<file path="config.mk">
export PLATFORM = sky130hd
export DESIGN_NAME = data_mem
export DESIGN_NICKNAME = d
export VERILOG_FILES = /design/src/hdl/isa_pkg.sv /design/src/hdl/ooo_pkg.sv /design/src/hdl/data_mem.sv
export SDC_FILE = /design/constraint.sdc
export NUM_CORES = 2
export LEC_CHECK = 0
export BUFFER_PORTS_ARGS = -buffer_cell sky130_fd_sc_hd__buf_2
export CORE_UTILIZATION = 35
export DETAILED_ROUTE_END_ITERATION = 7
export SYNTH_ARGS = -nofsm -noshare
export SYNTH_HDL_FRONTEND = slang
export SYNTH_SLANG_ARGS = --single-unit
</file>
<file path="constraint.sdc">
create_clock -name clk -period 3.1 [get_ports clk]
set_input_delay 0.465 -clock clk [delete_from_list [all_inputs] [get_ports clk]]
set_output_delay 0.465 -clock clk [all_outputs]
set_load 0.02 [all_outputs]
</file>
<file path="src/hdl/isa_pkg.sv">
package isa_pkg;

    localparam int XLEN = 32;
    localparam int BYTE_OFS = 2;   // Byte offset bits in a word address

    typedef logic [XLEN-1:0] word_t;
    typedef logic [XLEN-1:0] addr_t;

    // funct3 encoding of the access size for loads and stores
    typedef enum logic [2:0] {
        size_byte = 3'b000,
        size_half = 3'b001,
        size_word = 3'b010
    } mem_size_t;

endpackage

</file>
<file path="src/hdl/ooo_pkg.sv">
package ooo_pkg;

    localparam int TAG_W = 32;
    localparam int PHY_W = 8;
    localparam int LANES = 4;   // Bytes per data word

    // Program order tag, larger is younger
    typedef logic [TAG_W-1:0] inst_num_t;

    typedef logic [PHY_W-1:0] phy_reg_t;

    // Bit n set means byte n of the word is valid
    typedef logic [LANES-1:0] cov_t;

endpackage

</file>
<file path="src/hdl/data_mem.sv">
module data_mem
    import isa_pkg::*, ooo_pkg::*;
#(
    parameter int MEM_WORDS = 64
) (
    input  logic  clk,
    input  logic  rst_n,
    input  logic  we,
    input  addr_t waddr,
    input  word_t wdata,
    input  cov_t  wmask,
    input  addr_t raddr,
    output word_t rdata
);
    localparam int IDX_W = (MEM_WORDS > 1) ? $clog2(MEM_WORDS) : 1;

    word_t            mem [MEM_WORDS];
    logic [IDX_W-1:0] widx;
    logic [IDX_W-1:0] ridx;

    assign widx = waddr[BYTE_OFS +: IDX_W];   // Word index above byte offset
    assign ridx = raddr[BYTE_OFS +: IDX_W];

    always_ff @(posedge clk or negedge rst_n) begin
        if (!rst_n) begin
            for (int i = 0; i < MEM_WORDS; i++) begin
                mem[i] <= '0;
            end
        end else if (we) begin
            for (int n = 0; n < LANES; n++) begin
                if (wmask[n]) mem[widx][8*n +: 8] <= wdata[8*n +: 8];
            end
        end
    end

    // Read sees the word before a same-edge write
    always_ff @(posedge clk) begin
        rdata <= mem[ridx];
    end

endmodule

</file>
==> metrics.md <==
| Metric | Value |
|---|---|
| Vias per cell | `5.51` |
| CP Max Fanout | `1` |
| Total number of vias | `56200` |
| Critical path capture point type | `output pin` |
| Worst Clk Skew | `58.7 ps` |
| TritonCTS clock tree | `done` |
| Critical path depth | `1` |
| Busiest layer in global routing | `met2` |
| DRT Pass-1 Iters | `6` |
| Top-area cell type share of the netlist area | `0.545` |
| Area leader, netlist | `dfrtp_1` |
| IO Count | `between 100 and 150` |
| Hold_ws | `101 ps` |
| Fin. Hold Viols | `0` |
| Fmax | `0.457 GHz` |
| Grt ovf | `0` |
| Post-Syn Nets | `6139` |
| Unrepaired setup endpoints after global routing | `false` |
| CP arrival | `1720 ps` |
| Post-synth top flop | `dfrtp_1` |
| Synth Warn # | `0` |
| Gr usage total | `0.211` |
| Setup_tns | `0 ps` |
| Worst r2r path cells | `5` |
| Post-synth EDFFs | `0` |
| TritonCTS Buffers | `216` |
| Slowest cell delay on critical path | `590 ps` |
| PwrDens | `slightly below 600 nW/um^2` |
| Slew headroom | `0.165` |
| Slowest CP cell | `dfxtp_1` |
| Worst slew pin tran | `1250 ps` |
| Postcts setup bufs | `0` |
| Max-slew violations | `0` |
| DP Worst Slack | `237 ps` |
| Area Overhead vs Synth | `16.3%` |
| Status | `finished, final reports clean` |
| R2R Path End | `rdata[5]` |
| FF-to-FF setup slack | `1090 ps` |
| DRT iter0 DRCs | `4471` |
| Die Wd | `520 um` |
| Hold Startpoint | `raddr[7]` |
| Hold Path End | `rdata[25]` |
| DIE AREA | `271000 um^2` |
| Gpl congestion | `about 0.9` |
| Syn Inst Count | `6036` |
| Clock tree buffer depth | `4` |
| Post-CTS sizing | `0` |
| Hold Buf Count CTS | `1` |
| IO buf count | `82` |
| Wire per inst | `approximately 28 um` |
| Fin nets | `6590` |
| First-pass GRT wire length | `422 mm` |
| Layout cell share with drive strength beyond 1 | `0.556` |
| Area contributors post-synth | `dfrtp_1 54%, mux2_2 25%, mux4_2 11%, mux2i_1 1.4%, clkbuf_1 1.1%` |
| Worst vdd ir | `0.000515 V` |
| DRC Markers | `0` |
| Die height | `~520 um` |
| Top Family by Delay on Critical Path | `flip-flops` |
| Row Count | `189` |
| Leakage Power | `roughly 51 nW` |
| Final WL | `about 280 mm` |
| Cell Area, Synth | `94100 um^2` |
| Met2 GRT Util | `0.329` |
| Worst R2R Start | `mem[1797]` |
| Hpwl dp | `around 200 mm` |
| Root buffer cell | `clkbuf_16` |
| Min cycle time layout | `2190 ps` |
| Post-route ant nets | `0` |
| Initial core utilization | `0.353` |
| Seq/Total Area, Yosys | `0.552` |
| CTS clk-pin slew, worst paths | `about 60 ps` |
| Final setup viols | `0` |
| Final WS setup | `911 ps` |
| Later-pin clock latency in the skew report | `~900 ps` |
| Largest net degree at the start of global routing | `103` |
| Core area | `between 200000 and 300000 um^2` |
| GR Util met3 | `0.0378` |
| CP Launch Type | `flip-flop` |
| Number of max-cap violations | `0` |
| Worst hold path depth | `2` |
| Antenna violations before repair | `33` |
| Met1 global-route usage | `0.297` |
| Avg Cell Area, Syn | `15.6 um^2` |
| CP Cell Sequence | `buf_2` |
| Type of the tightest min-delay check | `primary input to flip-flop` |
| Synthesized flop and latch total | `~2100` |
| WP buf/inv | `1` |
| WP data required | `2630 ps` |
| FFs w/ async S/R, synth | `0.985` |
| Cell variety after synth | `49` |
| Vias in the first global route | `~60000` |
| Num Clock Sinks | `around 2100` |
| Final cycle utilization of the critical path | `0.706` |
| CTS H-tree depth | `4` |
| CP Class | `flip-flop to output pin` |
[placed cells by master (no fill, tap or decap), types with 94 or more instances in the layout]
master / count
nand2_1: 174
clkbuf_16: 218
buf_4: 514
nor2_2: 152
mux2_2: 2065
dfrtp_1: 2048
mux4_2: 477
nor2_1: 94
mux2i_1: 130
o22ai_1: 134
[worst max-delay path by stage]
stage | startpoint | to | slack [ps]
finish | rdata[5] | rdata[5] | 910
global route | rdata[5] | rdata[5] | 900
CTS | rdata[7] | rdata[7] | 820
global placement | raddr[2] | rdata[5] | 220
detailed placement | raddr[2] | rdata[5] | 240
floorplan | raddr[3] | rdata[15] | 820
[per-stage QoR]
step	instance area, um^2	power (W)	utilization	instances
floorplan	94100	0.0350	-	6036
global placement	102000	0.0376	0.384	9801
detailed placement	102000	0.0379	0.384	9801
CTS	109000	0.0641	0.411	10200
global route	109000	0.0659	0.411	10200
finish	109000	0.0635	0.411	10200
[cell usage after synthesis (20+ instances only)]
library cell / number
nor2_2: 152
dfxtp_1: 32
o22ai_1: 134
a21oi_1: 20
mux4_2: 477
mux2_2: 2065
nand2_1: 178
mux2_1: 27
buf_4: 39
mux2i_1: 130
clkbuf_1: 265
buf_2: 68
nor4_1: 22
buf_6: 27
buf_1: 44
o21ai_0: 30
dfrtp_1: 2048
nor3_1: 28
nor2_1: 94
[flip-flops by register name, indices dropped and copies added, names as in the netlist]
name	flops
mem	2048
rdata	32
[metal layers]
layer | vias to the layer above | wire (um)
met5 | - | 75
met4 | 12 | 9180
met3 | 451 | 16800
met2 | 1509 | 133000
met1 | 30800 | 126000
li1 | 23400 | -
[logic make-up (layout without fill, tap and decap cells)]
kind of cell,Yosys count,after routing,synth area share
buffers and inverters,444,1058,0.0223
muxes,2699,2699,0.378
and+or+nand+nor,553,553,0.0295
AOI/OAI and AO/OA,260,260,0.0180
other,0,11,0
DFF,2080,2080,0.552
[cell type report]
class | instances | area [um^2]
Antenna cell | 11 | 27.5
Timing Repair Buffer | 676 | 5910
Clock inverter | 36 | 537
Fill cell | 24300 | 157000
Inverter | 1 | 3.75
Tap cell | 3533 | 4420
Clock buffer | 345 | 6480
Multi-Input combinational cell | 3512 | 40100
Sequential cell | 2080 | 51900
[where the power goes]
part           switching, W  internal, W
Clock                0.0110       0.0152
Combinational       0.00337      0.00350
Sequential          0.00113       0.0294
No activity file was read; power rests on OpenSTA's default activity.
