--- config.mk ---
export PLATFORM = sky130hd
export DESIGN_NAME = load_merge
export DESIGN_NICKNAME = d
export VERILOG_FILES = /design/src/hdl/isa_pkg.sv /design/src/hdl/ooo_pkg.sv /design/src/hdl/load_merge.sv
export SDC_FILE = /design/constraint.sdc
export NUM_CORES = 1
export LEC_CHECK = 0
export BUFFER_PORTS_ARGS = -buffer_cell sky130_fd_sc_hd__buf_2
export CAP_MARGIN = 30
export CORE_UTILIZATION = 27
export DETAILED_ROUTE_END_ITERATION = 6
export GPL_ROUTABILITY_DRIVEN = 0
export PLACE_DENSITY = 0.83
export SLEW_MARGIN = 20
export SYNTH_ARGS = -nofsm -noshare
export SYNTH_HDL_FRONTEND = slang
export SYNTH_SLANG_ARGS = --single-unit
--- constraint.sdc ---
create_clock -name vclk -period 2.03
set_clock_uncertainty 0.05 [all_clocks]
set_input_delay 0.406 -clock vclk [all_inputs]
set_output_delay 0.406 -clock vclk [all_outputs]
set_load 0.01 [all_outputs]
--- src/hdl/isa_pkg.sv ---
package isa_pkg;

    localparam int XLEN = 32;
    localparam int BYTE_OFS = 2;   // Byte offset bits in a word address

    typedef logic [XLEN-1:0] word_t;
    typedef logic [XLEN-1:0] addr_t;

    // funct3 encoding of the access size for loads and stores
    typedef enum logic [2:0] {
        size_byte = 3'b000,
        size_half = 3'b001,
        size_word = 3'b010
    } mem_size_t;

endpackage

--- src/hdl/ooo_pkg.sv ---
package ooo_pkg;

    localparam int TAG_W = 32;
    localparam int PHY_W = 8;
    localparam int LANES = 4;   // Bytes per data word

    // Program order tag, larger is younger
    typedef logic [TAG_W-1:0] inst_num_t;

    typedef logic [PHY_W-1:0] phy_reg_t;

    // Bit n set means byte n of the word is valid
    typedef logic [LANES-1:0] cov_t;

endpackage

--- src/hdl/load_merge.sv ---
module load_merge
    import isa_pkg::*, ooo_pkg::*;
(
    input  word_t     fwd_data,
    input  cov_t      fwd_mask,
    input  word_t     mem_word,
    input  mem_size_t load_size,
    output word_t     load_data
);
    word_t merged;

    // Forwarded byte overrides memory byte per lane
    always_comb begin
        for (int n = 0; n < LANES; n++) begin
            if (fwd_mask[n]) begin
                merged[8*n +: 8] = fwd_data[8*n +: 8];
            end else begin
                merged[8*n +: 8] = mem_word[8*n +: 8];
            end
        end
    end

    always_comb begin
        case (load_size)
            size_byte: load_data = {{24{merged[7]}}, merged[7:0]};     // LB
            size_half: load_data = {{16{merged[15]}}, merged[15:0]};   // LH
            size_word: load_data = merged;
            default:   load_data = merged;
        endcase
    end

endmodule

==> results.toml, run 1 <==
[timing]
relSlewSlack = 0.763
setup_viol = 0
post-route-period-util = 0.987
timing.hold.ws_ns = 1.07
fmax_mhz = 499
finalSetupTns_ns = 0
layout_min_cycle_time_ns = 2.00
maxSlewViolCount = 0
tightest_slew_ns = 0.355
finalHoldViolCount = 0
setup_slack_ns = 0.0261
rsz0062_at_grt = "no"

[routing]
routed_wirelength_mm = 2.30
vias = 938
routedWlPerCell_um = 11.7
vias_per_cell = 4.79
ant_nets = 0
dr.pass1.iters = 4
drtIter0Drc = 15
drc_errors = 0

[critical_path]
arrival_ns = 1.55
worstSetupPathType = "primary input to output port"
worstPathRequired_ns = 1.57
start_kind = "primary input"
endpoint_kind = "output port"
critical_path.max_fanout = 8

[yosys]
synthXorXnorAreaFrac = 0
netlist_area_sq_um = 553
synth-seq-area-share = 0
synthSimpleGateAreaFrac = 0.0452
yosys.area_share.adder = 0
synth_compound_area_frac = 0.247
synth_top_family_by_area = "multiplexers"
netlist_instances = 67
muxShareOfSynthArea = 0.627
syn_nets = 138
yosys_warnings = 0
synthDistinctLibCells = 13
avgSynthCellArea_sq_um = 8.25

[final_layout]
diodes = 0
syn_to_final_growth_pct = 101
final_cell_area_sq_um = 1110
drive_above_1_share = 0.716
nFillCells = 188
nNetsFinal = 242
n_clock_buffer = 0
seqCellArea_sq_um = 0
flops_and_latches = 0
multi_input_area_sq_um = 532

[placed_design]
io_buffers = 103
hpwl_mm = 1.96
postPlaceCellArea_sq_um = 1090
dp_slack_ns = 0.0156

[die]
die_w_um = 47.3
initial_core_util = 0.285
fp.coreArea_sq_um = 1940
die_area_sq_um = 2230
die_h_um = 47.3
boundaryPins = 103
rows = 16

[status]
outcome = "completed"

[global_route]
overflow = 0
grt_pass1_wl_mm = 2.68
grt_max_degree = 17
grt_pass1_vias = 717
track_usage = 0.161
antenna_found_initial = 0

[clock_tree]
ctsHoldBuffers = 0
post_cts.repair.setup_buffers = 0

[min_path]
min_path_type = "primary input to output port"

[pwr]
ir_drop_v = 0.000134
powerDensity_nw_per_um2 = 245
leakagePower_nw = 0.670

[flow_run]
maxCapViolations = 0
-- critical path: stages --
cell and delay (ns):
buf_2 0.11, mux2_4 0.33, a22oi_2 0.36, o21ai_0 0.17, buf_2 0.17
-- path summary, 6_finish.rpt --
path       endpoint  cells past startpoint  slack [ns]        start
max   load_data[30]                      5        0.03  fwd_mask[0]
min    load_data[4]                      3        1.07  mem_word[4]
-- layout make-up --
class,instances,share of cell area
tap,27,0.0304
timing repair buffer,107,0.491
multi-input combinational,62,0.479
-- per-layer routing --
metal	up-vias	GRT usage	routed length [um]
met5	-	0	0
met4	0	0	0
met3	0	0	168
met2	55	0.351	1300
met1	417	0.178	822
li1	466	-	-
-- synth_stat cells, drive strengths merged --
| library cell | number | area, sq um |
|---|---|---|
| a22oi | 1 | 21.3 |
| buf | 4 | 37.5 |
| clkbuf | 2 | 7.51 |
| mux2 | 10 | 116 |
| mux2i | 23 | 230 |
| nand2 | 1 | 3.75 |
| nor2 | 1 | 3.75 |
| nor3 | 1 | 10.0 |
| nor3b | 1 | 7.51 |
| o21ai | 23 | 115 |
-- power by group --
part           internal (mW)  switching [mW]  total (mW)
sequential                 0               0           0
clock                      0               0           0
combinational          0.143           0.129       0.272
-- layout by cell type (no fill, tap or decap) --
cell type  Yosys  final
nand2_1        1      1
mux2i_1       23     23
nor3_4         0      1
buf_2          0    103
mux2_4         1      1
a22oi_4        1      1
mux2_2         9      9
a22oi_2        0      1
o21ai_1        1      1
nor3b_2        0      1
o21ai_0       22     22
nor2_1         1      1
buf_4          0      4
-- timing repair --
| action | 4_1_cts | 5_1_grt |
|---|---|---|
| setup endpoints to repair | 0 | 6 |
| hold endpoints to repair | 0 | 0 |
| resized for setup | 0 | 2 |
-- cells by family (layout without fill, tap and decap cells) --
group | count (synthesis) | after routing
muxes | 33 | 33
and+or+nand+nor | 4 | 4
buffers and inverters | 6 | 107
AOI/OAI and AO/OA | 24 | 25
-- stage by stage --
| stage | std cells | total power [mW] | utilization |
|---|---|---|---|
| floorplan | 67 | 0.134 | - |
| global placement | 195 | 0.259 | 0.560 |
| detailed placement | 195 | 0.267 | 0.560 |
| CTS | 195 | 0.268 | 0.560 |
| global route | 196 | 0.301 | 0.572 |
| finish | 196 | 0.272 | 0.572 |
Note: power is estimated with default switching activity, not from simulation.
==> inputs of run 2 (changes only) <==
--- a/config.mk
+++ b/config.mk
@@ -7,10 +7,10 @@
 export LEC_CHECK = 0
 export BUFFER_PORTS_ARGS = -buffer_cell sky130_fd_sc_hd__buf_2
 export CAP_MARGIN = 30
-export CORE_UTILIZATION = 27
+export CORE_UTILIZATION = 25
 export DETAILED_ROUTE_END_ITERATION = 6
 export GPL_ROUTABILITY_DRIVEN = 0
-export PLACE_DENSITY = 0.83
+export PLACE_DENSITY = 0.77
 export SLEW_MARGIN = 20
 export SYNTH_ARGS = -nofsm -noshare
 export SYNTH_HDL_FRONTEND = slang
==> constraint.sdc (replaced) <==
create_clock -name vclk -period 1.8
set_clock_uncertainty 0.05 [all_clocks]
set_input_delay 0.36 -clock vclk [all_inputs]
set_output_delay 0.36 -clock vclk [all_outputs]
set_load 0.01 [all_outputs]
==> run 2 against run 1 <==
- the run now ends with setup timing left
- sequential cell count unchanged
- first-iteration DRC count shrank 73%
- total power increased by 24%
- cell count grew 1.5%
- wire length grew 3.1%
- hold slack lost 0.091 ns
- die area up 7.7%
- critical path depth up 1
- global-route usage is 2.6 points higher
- largest power group unchanged
==> results.toml, run 2 (synthesis gave the netlist of run 1 again) <==
[timing]
maxSlewViolCount = 0
fmax_mhz = 554
finalSetupTns_ns = -0.00896
post-route-period-util = 1.00
finalHoldViolCount = 0
relSlewSlack = 0.769
setup_slack_ns = -0.00570
rsz0062_at_grt = "yes"
setup_viol = 3
timing.hold.ws_ns = 0.979
tightest_slew_ns = 0.345
layout_min_cycle_time_ns = 1.81

[placed_design]
postPlaceCellArea_sq_um = 1090
dp_slack_ns = -0.0616
io_buffers = 103
hpwl_mm = 1.98

[final_layout]
final_cell_area_sq_um = 1200
seqCellArea_sq_um = 0
final_common_cell = "buf_2"
utilization = 0.592
syn_to_final_growth_pct = 116
nFillCells = 186
n_clock_buffer = 0
drive_above_1_share = 0.767
flops_and_latches = 0
diodes = 0
nNetsFinal = 245
mostFrequentLayoutCells = "buf_2, mux2i_1, o21ai_2, o21ai_0, mux2_2"

[routing]
dr.pass1.iters = 4
wl_met3_um = 198
drt-met1-wl_um = 849
met2_length_mm = 1.32
highest_layer = "met3"
routed_wirelength_mm = 2.37
drtIter0Drc = 4
ant_nets = 0
vias_per_cell = 4.70
vias = 936
routedWlPerCell_um = 11.9
drc_errors = 0

[critical_path]
worst-path-buf-inv = 3
endpoint_kind = "output port"
start_kind = "primary input"
cp_top_family = "buffers and inverters"
arrival_ns = 1.40
cp_cell_sequence = "buf_6, mux2_4, a22oi_4, clkbuf_16, o21ai_2, buf_2"
worstSetupPathType = "primary input to output port"
crit_path_max_incr_delay_ns = 0.31
slowest_stage = "mux2_4"
worstPathRequired_ns = 1.39
critical_path.max_fanout = 8

[status]
violations = "setup timing"
outcome = "finished, violations left"

[min_path]
holdPathEnd = "load_data[5]"
hold_depth = 3
holdCritStartpoint = "fwd_data[5]"
min_path_type = "primary input to output port"

[global_route]
grt_pass1_vias = 913
grt_pass1_wl_mm = 3.73
grt_max_degree = 17
antenna_found_initial = 0
track_usage = 0.187
overflow = 0

[die]
boundaryPins = 103
die_w_um = 49.0
die_area_sq_um = 2400
initial_core_util = 0.274
die_h_um = 49.0
fp.coreArea_sq_um = 2020
rows = 16

[clock_tree]
ctsHoldBuffers = 0

[pwr]
powerDensity_nw_per_um2 = 282
ir_drop_v = 0.000158
leakagePower_nw = 0.723

[flow_run]
maxCapViolations = 0
==> run 2: worst max-delay path by stage <==
| stage | from | depth (start not counted) | slack [ns] | to |
|---|---|---|---|---|
| floorplan | fwd_mask[0] | 5 | 0.09 | load_data[16] |
| global placement | fwd_mask[1] | 5 | -0.03 | load_data[29] |
| detailed placement | fwd_mask[0] | 5 | -0.06 | load_data[28] |
| CTS | load_size[1] | 6 | 0.01 | load_data[14] |
| global route | fwd_mask[0] | 6 | -0.04 | load_data[29] |
| finish | fwd_mask[0] | 6 | -0.006 | load_data[29] |
==> run 2: where the power goes <==
group          internal, mW  switching, mW  leakage [nW]
combinational         0.183          0.155         0.723
sequential                0              0             0
clock                     0              0             0
==> run 2: timing repair <==
item,in CTS,in global routing
pin swaps,1,2
setup buffers,1,1
gates resized for setup,0,26
setup endpoints to repair,16,23
cloned,0,1
==> run 2: through the flow <==
stage | total power, mW | cells
floorplan | 0.151 | 67
detailed placement | 0.303 | 196
CTS | 0.310 | 197
finish | 0.338 | 199
global route | 0.368 | 199
global placement | 0.296 | 196
==> run 2: per-layer routing <==
metal	track usage	vias to the layer above
met2	0.398	57
met4	0.0245	0
met5	0	-
met3	0.0249	0
met1	0.191	410
li1	-	469
==> run 2: area by class of cell <==
class,count,area (sq um),share of cell area
multi-input cells,61,551,0.460
well taps,27,33.8,0.0282
repair buffers,111,612,0.512
