File: src/hdl/isa_pkg.sv
package isa_pkg;

    localparam int XLEN = 32;
    localparam int BYTE_OFS = 2;   // Byte offset bits in a word address

    typedef logic [XLEN-1:0] word_t;
    typedef logic [XLEN-1:0] addr_t;

    // funct3 encoding of the access size for loads and stores
    typedef enum logic [2:0] {
        size_byte = 3'b000,
        size_half = 3'b001,
        size_word = 3'b010
    } mem_size_t;

endpackage

File: src/hdl/ooo_pkg.sv
package ooo_pkg;

    localparam int TAG_W = 32;
    localparam int PHY_W = 8;
    localparam int LANES = 4;   // Bytes per data word

    // Program order tag, larger is younger
    typedef logic [TAG_W-1:0] inst_num_t;

    typedef logic [PHY_W-1:0] phy_reg_t;

    // Bit n set means byte n of the word is valid
    typedef logic [LANES-1:0] cov_t;

endpackage

File: src/hdl/store_buffer.sv
module store_buffer
    import isa_pkg::*, ooo_pkg::*;
#(
    parameter int SB_DEPTH = 8
) (
    input  logic      clk,
    input  logic      rst_n,
    input  logic      exception,
    input  logic      mret_sig,
    input  logic      memwrite,
    input  logic      memread,
    input  mem_size_t funct3,
    input  addr_t     mem_addr,
    input  word_t     mem_data,
    input  inst_num_t inst_num,
    input  phy_reg_t  load_phy,
    input  logic      commit,
    input  addr_t     commit_addr,
    input  inst_num_t commit_inst_num,
    output word_t     fwd_data,
    output cov_t      fwd_mask,
    output mem_size_t load_size,
    output phy_reg_t  load_phy_out,
    output inst_num_t inst_num_out,
    output logic      load_done,
    output logic      order_violation,
    output logic      sb_full,
    output logic      drain_we,
    output addr_t     drain_addr,
    output word_t     drain_data,
    output cov_t      drain_mask
);
    localparam int IDX_W = (SB_DEPTH > 1) ? $clog2(SB_DEPTH) : 1;

    logic [SB_DEPTH-1:0] valid;
    inst_num_t           ent_tag  [SB_DEPTH];
    addr_t               ent_addr [SB_DEPTH];
    word_t               ent_data [SB_DEPTH];
    cov_t                ent_cov  [SB_DEPTH];

    logic [IDX_W-1:0] free_idx;
    logic [IDX_W-1:0] commit_idx;
    logic [IDX_W-1:0] old_idx;
    logic [IDX_W-1:0] fwd_idx;
    logic             any_free;
    logic             commit_hit;
    logic             old_hit;
    logic             fwd_hit;
    inst_num_t        fwd_tag;
    cov_t             fwd_cov;
    cov_t             st_cov;
    word_t            st_data;
    word_t            new_data;
    cov_t             new_cov;
    logic             alloc;

    function automatic cov_t size_cov(input mem_size_t size);
        case (size)
            size_byte: return 4'b0001;
            size_half: return 4'b0011;
            default:   return 4'b1111;
        endcase
    endfunction

    function automatic word_t lane_bits(input cov_t cov);
        word_t bits;
        for (int n = 0; n < LANES; n++) begin
            bits[8*n +: 8] = {8{cov[n]}};
        end
        return bits;
    endfunction

    // Lowest free slot wins
    always_comb begin
        any_free = 1'b0;
        free_idx = '0;
        for (int i = SB_DEPTH - 1; i >= 0; i--) begin
            if (!valid[i]) begin
                any_free = 1'b1;
                free_idx = IDX_W'(i);
            end
        end
    end

    assign sb_full = ~any_free;
    assign alloc   = memwrite && any_free;

    always_comb begin
        commit_hit = 1'b0;
        commit_idx = '0;
        for (int i = 0; i < SB_DEPTH; i++) begin
            if (valid[i] && ent_addr[i] == commit_addr && ent_tag[i] == commit_inst_num) begin
                commit_hit = 1'b1;
                commit_idx = IDX_W'(i);
            end
        end
    end

    assign drain_we   = commit && commit_hit;
    assign drain_addr = ent_addr[commit_idx];
    assign drain_data = ent_data[commit_idx];
    assign drain_mask = ent_cov[commit_idx];

    // Older same-address entry to merge into the new store
    always_comb begin
        old_hit = 1'b0;
        old_idx = '0;
        for (int i = 0; i < SB_DEPTH; i++) begin
            if (valid[i] && ent_addr[i] == mem_addr && ent_tag[i] < inst_num &&
                !(drain_we && commit_idx == IDX_W'(i))) begin
                old_hit = 1'b1;
                old_idx = IDX_W'(i);
            end
        end
    end

    assign st_cov   = size_cov(funct3);
    assign st_data  = mem_data & lane_bits(st_cov);   // Low-justified store bytes
    assign new_data = old_hit ? (st_data | (ent_data[old_idx] & ~lane_bits(st_cov))) : st_data;
    assign new_cov  = old_hit ? (st_cov | ent_cov[old_idx]) : st_cov;

    // Newest matching entry for the load
    always_comb begin
        fwd_hit = 1'b0;
        fwd_idx = '0;
        fwd_tag = '0;
        for (int i = 0; i < SB_DEPTH; i++) begin
            if (valid[i] && ent_addr[i] == mem_addr && (!fwd_hit || ent_tag[i] > fwd_tag)) begin
                fwd_hit = 1'b1;
                fwd_idx = IDX_W'(i);
                fwd_tag = ent_tag[i];
            end
        end
    end

    assign fwd_cov = fwd_hit ? (ent_cov[fwd_idx] & size_cov(funct3)) : '0;

    always_ff @(posedge clk or negedge rst_n) begin
        if (!rst_n) begin
            valid <= '0;
        end else if (exception || mret_sig) begin
            valid <= '0;
        end else begin
            if (drain_we) valid[commit_idx] <= 1'b0;
            if (memwrite && old_hit) valid[old_idx] <= 1'b0;
            if (alloc) valid[free_idx] <= 1'b1;
        end
    end

    always_ff @(posedge clk) begin
        if (alloc) begin
            ent_tag[free_idx]  <= inst_num;
            ent_addr[free_idx] <= mem_addr;
            ent_data[free_idx] <= new_data;
            ent_cov[free_idx]  <= new_cov;
        end
    end

    always_ff @(posedge clk or negedge rst_n) begin
        if (!rst_n) begin
            load_done       <= 1'b0;
            order_violation <= 1'b0;
        end else begin
            load_done       <= memread;
            order_violation <= memread && fwd_hit && fwd_tag > inst_num;   // Store younger than load
        end
    end

    always_ff @(posedge clk) begin
        if (memread) begin
            fwd_data     <= ent_data[fwd_idx] & lane_bits(fwd_cov);
            fwd_mask     <= fwd_cov;
            load_size    <= funct3;
            load_phy_out <= load_phy;
            inst_num_out <= inst_num;
        end
    end

endmodule

File: config.mk
export PLATFORM = sky130hd
export DESIGN_NAME = store_buffer
export DESIGN_NICKNAME = d
export VERILOG_FILES = /design/src/hdl/isa_pkg.sv /design/src/hdl/ooo_pkg.sv /design/src/hdl/store_buffer.sv
export SDC_FILE = /design/constraint.sdc
export NUM_CORES = 2
export LEC_CHECK = 0
export BUFFER_PORTS_ARGS = -buffer_cell sky130_fd_sc_hd__buf_2
export CAP_MARGIN = 20
export CORE_MARGIN = 5
export CORE_UTILIZATION = 38
export CTS_CLUSTER_DIAMETER = 80
export CTS_CLUSTER_SIZE = 16
export DETAILED_ROUTE_END_ITERATION = 8
export SLEW_MARGIN = 20
export SYNTH_ARGS = -nofsm -noshare
export SYNTH_HDL_FRONTEND = slang
export SYNTH_SLANG_ARGS = --single-unit
File: constraint.sdc
create_clock -name clk -period 23.8 [get_ports clk]
set_clock_uncertainty 0.1 [all_clocks]
set_input_delay 2.38 -clock clk [delete_from_list [all_inputs] [get_ports clk]]
set_output_delay 2.38 -clock clk [all_outputs]
set_load 0.02 [all_outputs]
==> reports/qor.yml <==
yosys.cell_types.count: 87
fin_nets: 7146
power_leakage_nw: 29.1
seq_power_share_pct: 50.4
numPortBuffers: 327
first_pass_iters: 8
crit_arrival_ns: 23.57
fin_util_pct: 44.6
fill_cells: 15100
required_ns: 24.30
max_freq_mhz: 43.3
cts.htree.levels: 3
status: "finished, final reports clean"
num_vias: 55300
period_share_pct: 96.9
synth_top_family_by_area: "simple AND/OR/NAND/NOR gates"
startpoint_type: "primary input"
critPathCaptureType: "register"
power.share.clock_pct: 37.7
initial_core_util_pct: 38.3
insertion_delay_ns: 0.74
clk_pin_slew_ns: 0.07
avgViaCountPerCell: 6.41
ys_ff_latch: 881
cts_made_buffers: 79
dp_hpwl_um: 243000
hold_path.class: "register to register"
netlist_instances: 5845
ios: 329
maxSlewViolCount: 0
peakVddDrop_uv: 58.2
die-width_um: 410
cpMostUsedCell: "buf_4"
slew_headroom_pct: 15.2
cp_slowest_cell: "or3_4"
groute.usage.overall_pct: 36.3
synthMuxAreaShare_pct: 6.90
worst-setup-path-type: "primary input to register"
drc: 0
worst_slew_pin_slew_ns: 1.27
routabilityCongestion: 1.13
syn-cell-area_um2: 60700
netSwitchingPower_w: 0.000984
grt_max_degree: 201
wl_per_cell_um: 36.9
synthXorXnorAreaFrac_pct: 9.13
cts_buffer_depth: 3
syn_area_per_cell_um2: 10.4
synthArstFlopShare_pct: 1.14
area_delta_synth_final_pct: 16.5
wirelength_um: 319000
synth-adder-area-share_pct: 10.4
synth_warnings: 0
dieArea_um2: 168000
cts_sinks: 881
synth_compound_area_share_pct: 12.4
synth-simple-area-share_pct: 14.4
grt-ovfl-total: 0
ys_seq_area_share_pct: 43.5
setup_viol: 0
antenna_found_initial: 42
num_rows: 146
place_inst: 8449
grt_pass1_vias: 51100
coreArea_um2: 159000
die_h_um: 410
switching_share_pct: 28.3
cap_violations: 0
drtIter0Drc: 8441
hold_viol_final: 0
layout.cells.non_filler: 8624
power.internal_w: 0.00249
holdBufCountCts: 0
power_density_nw_per_um2: 49.1
cts_tree: "yes"
synth_edf_count: 871
root_buffer: "clkbuf_16"
grt_pass1_wl_um: 427000
drive_gt1_share_pct: 18.0
synth_ff_type: "edfxtp_1"
max_stage_delay_ns: 0.47
syn_nets: 6527
combPwrFrac_pct: 11.8
crit_fanout: 22
min_period_ns: 23.07
antenna_left: 0
-- metrics by stage --
stage               setup TNS (ns)  total power (W)  hold WS, ns  setup slack, ns  cell area, um2
detailed placement           -4.68          0.00218        0.675           -0.450           68000
finish                           0          0.00348        0.695            0.731           70800
global route               -0.0646          0.00356        0.710          -0.0646           70700
global placement             -9.35          0.00218        0.671           -0.678           67900
CTS                              0          0.00347        0.692            0.263           70500
floorplan                        0          0.00198        0.524            0.873           60700
-- registers in the layout, summed over array words and instances (netlist names) --
| name | flops |
|---|---|
| ent_tag | 256 |
| load_size | 3 |
| inst_num_out | 32 |
| load_phy_out | 8 |
| ent_cov | 24 |
| order_violation | 1 |
| ent_addr | 256 |
| fwd_mask | 4 |
| ent_data | 256 |
| valid | 8 |
| load_done | 1 |
| fwd_data | 32 |
-- logic make-up (layout without fill, tap and decap cells) --
group	after synthesis	count (layout)
AND/OR/NAND/NOR	1791	1792
AO/OA/AOI/OAI	1148	1148
flip-flops	881	881
XOR/XNOR	633	633
adder cells (fa/ha/maj)	504	504
buffers and inverters	483	1156
multiplexers	404	404
other	1	34
-- critical path, delay by kind of cell --
kind | cells | cell delay (ns)
muxes | 2 | 0.50
buffers and inverters | 19 | 3.34
and+or+nand+nor | 27 | 5.53
adders and majority gates | 8 | 2.38
AOI/OAI and AO/OA | 45 | 9.08
xor gates and xnor gates | 1 | 0.23
-- path summary, 6_finish.rpt --
kind / start / to / slack, ns / cells past startpoint
max: mem_addr[16] / order_violation / 0.73 / 102
min: ent_data[0][26] / fwd_data[26] / 0.69 / 2
max reg2reg: ent_addr[0][8] / order_violation / 1.88 / 101
min reg2reg: ent_data[0][26] / fwd_data[26] / 0.69 / 2
max in group asynchronous: rst_n / load_done / 21.68 / 1
min in group asynchronous: rst_n / order_violation / 1.54 / 1
-- layer usage --
layer | global-route usage (%) | wire length (um)
met5 | 0 | 275
met1 | 48.6 | 126000
met2 | 52.2 | 130000
met3 | 11.5 | 40800
met4 | 19.8 | 21600
-- power groups by stage --
stage               combinational (W)  clock [W]  sequential, W
finish                       0.000411    0.00131        0.00175
global route                 0.000419    0.00138        0.00175
CTS                          0.000394    0.00132        0.00175
detailed placement           0.000391          0        0.00179
global placement             0.000389          0        0.00179
floorplan                    0.000185          0        0.00179
-- timing repair --
action / 4_1_cts / 5_1_grt
resized for setup: 0 / 28
buffers inserted: 0 / 4
endpoints found under the setup margin: 0 / 36
-- area by class of cell --
class,instances,area [um2],share of cell area [%]
Antenna cell,33,82.6,0.117
Clock buffer,99,2100,2.97
Clock inverter,37,380,0.537
Inverter,178,668,0.944
Multi-Input combinational cell,4482,32700,46.2
Sequential cell,881,26400,37.3
Tap cell,2072,2590,3.66
Timing Repair Buffer,842,5840,8.25
-- synthesized netlist by cell type (all sizes together), types with 13 or more instances --
cell,instances,area (um2)
a2111oi,22,193
a211o,14,123
a211oi,76,571
a21o,150,1130
a21oi,259,1300
a221o,26,260
a31oi,54,338
buf,133,657
clkbuf,172,646
edfxtp,871,26200
ha,504,6310
inv,178,668
mux2,118,1330
mux2i,286,2860
nand2,562,2110
nand2b,119,744
nand3,181,906
nand4,184,1150
nor2,356,1340
nor2b,67,419
nor3,60,310
nor4,125,797
o2111ai,41,359
o211ai,33,248
o21a,27,203
o21ai,259,1300
o221ai,26,228
o22ai,47,300
o31ai,36,270
or2,40,250
or3,18,118
or4,13,101
xnor2,331,2900
xor2,302,2650
-- layout by cell type, fill, tap and decap left out, types with 53 or more instances in the layout --
cell       instances
nand2b_1         119
nand3_1          181
a31oi_1           53
nor2b_1           67
buf_2            326
buf_4            489
a21oi_1          256
o21ai_0          254
nand2_1          561
a211oi_1          72
edfxtp_1         871
nand4_1          184
xnor2_1          329
mux2_2           117
inv_1            178
xor2_1           302
nor2_1           346
clkbuf_16         82
a21o_1           146
mux2i_1          284
ha_1             504
nor4_1           120
No activity file was read; power rests on OpenSTA's default activity.
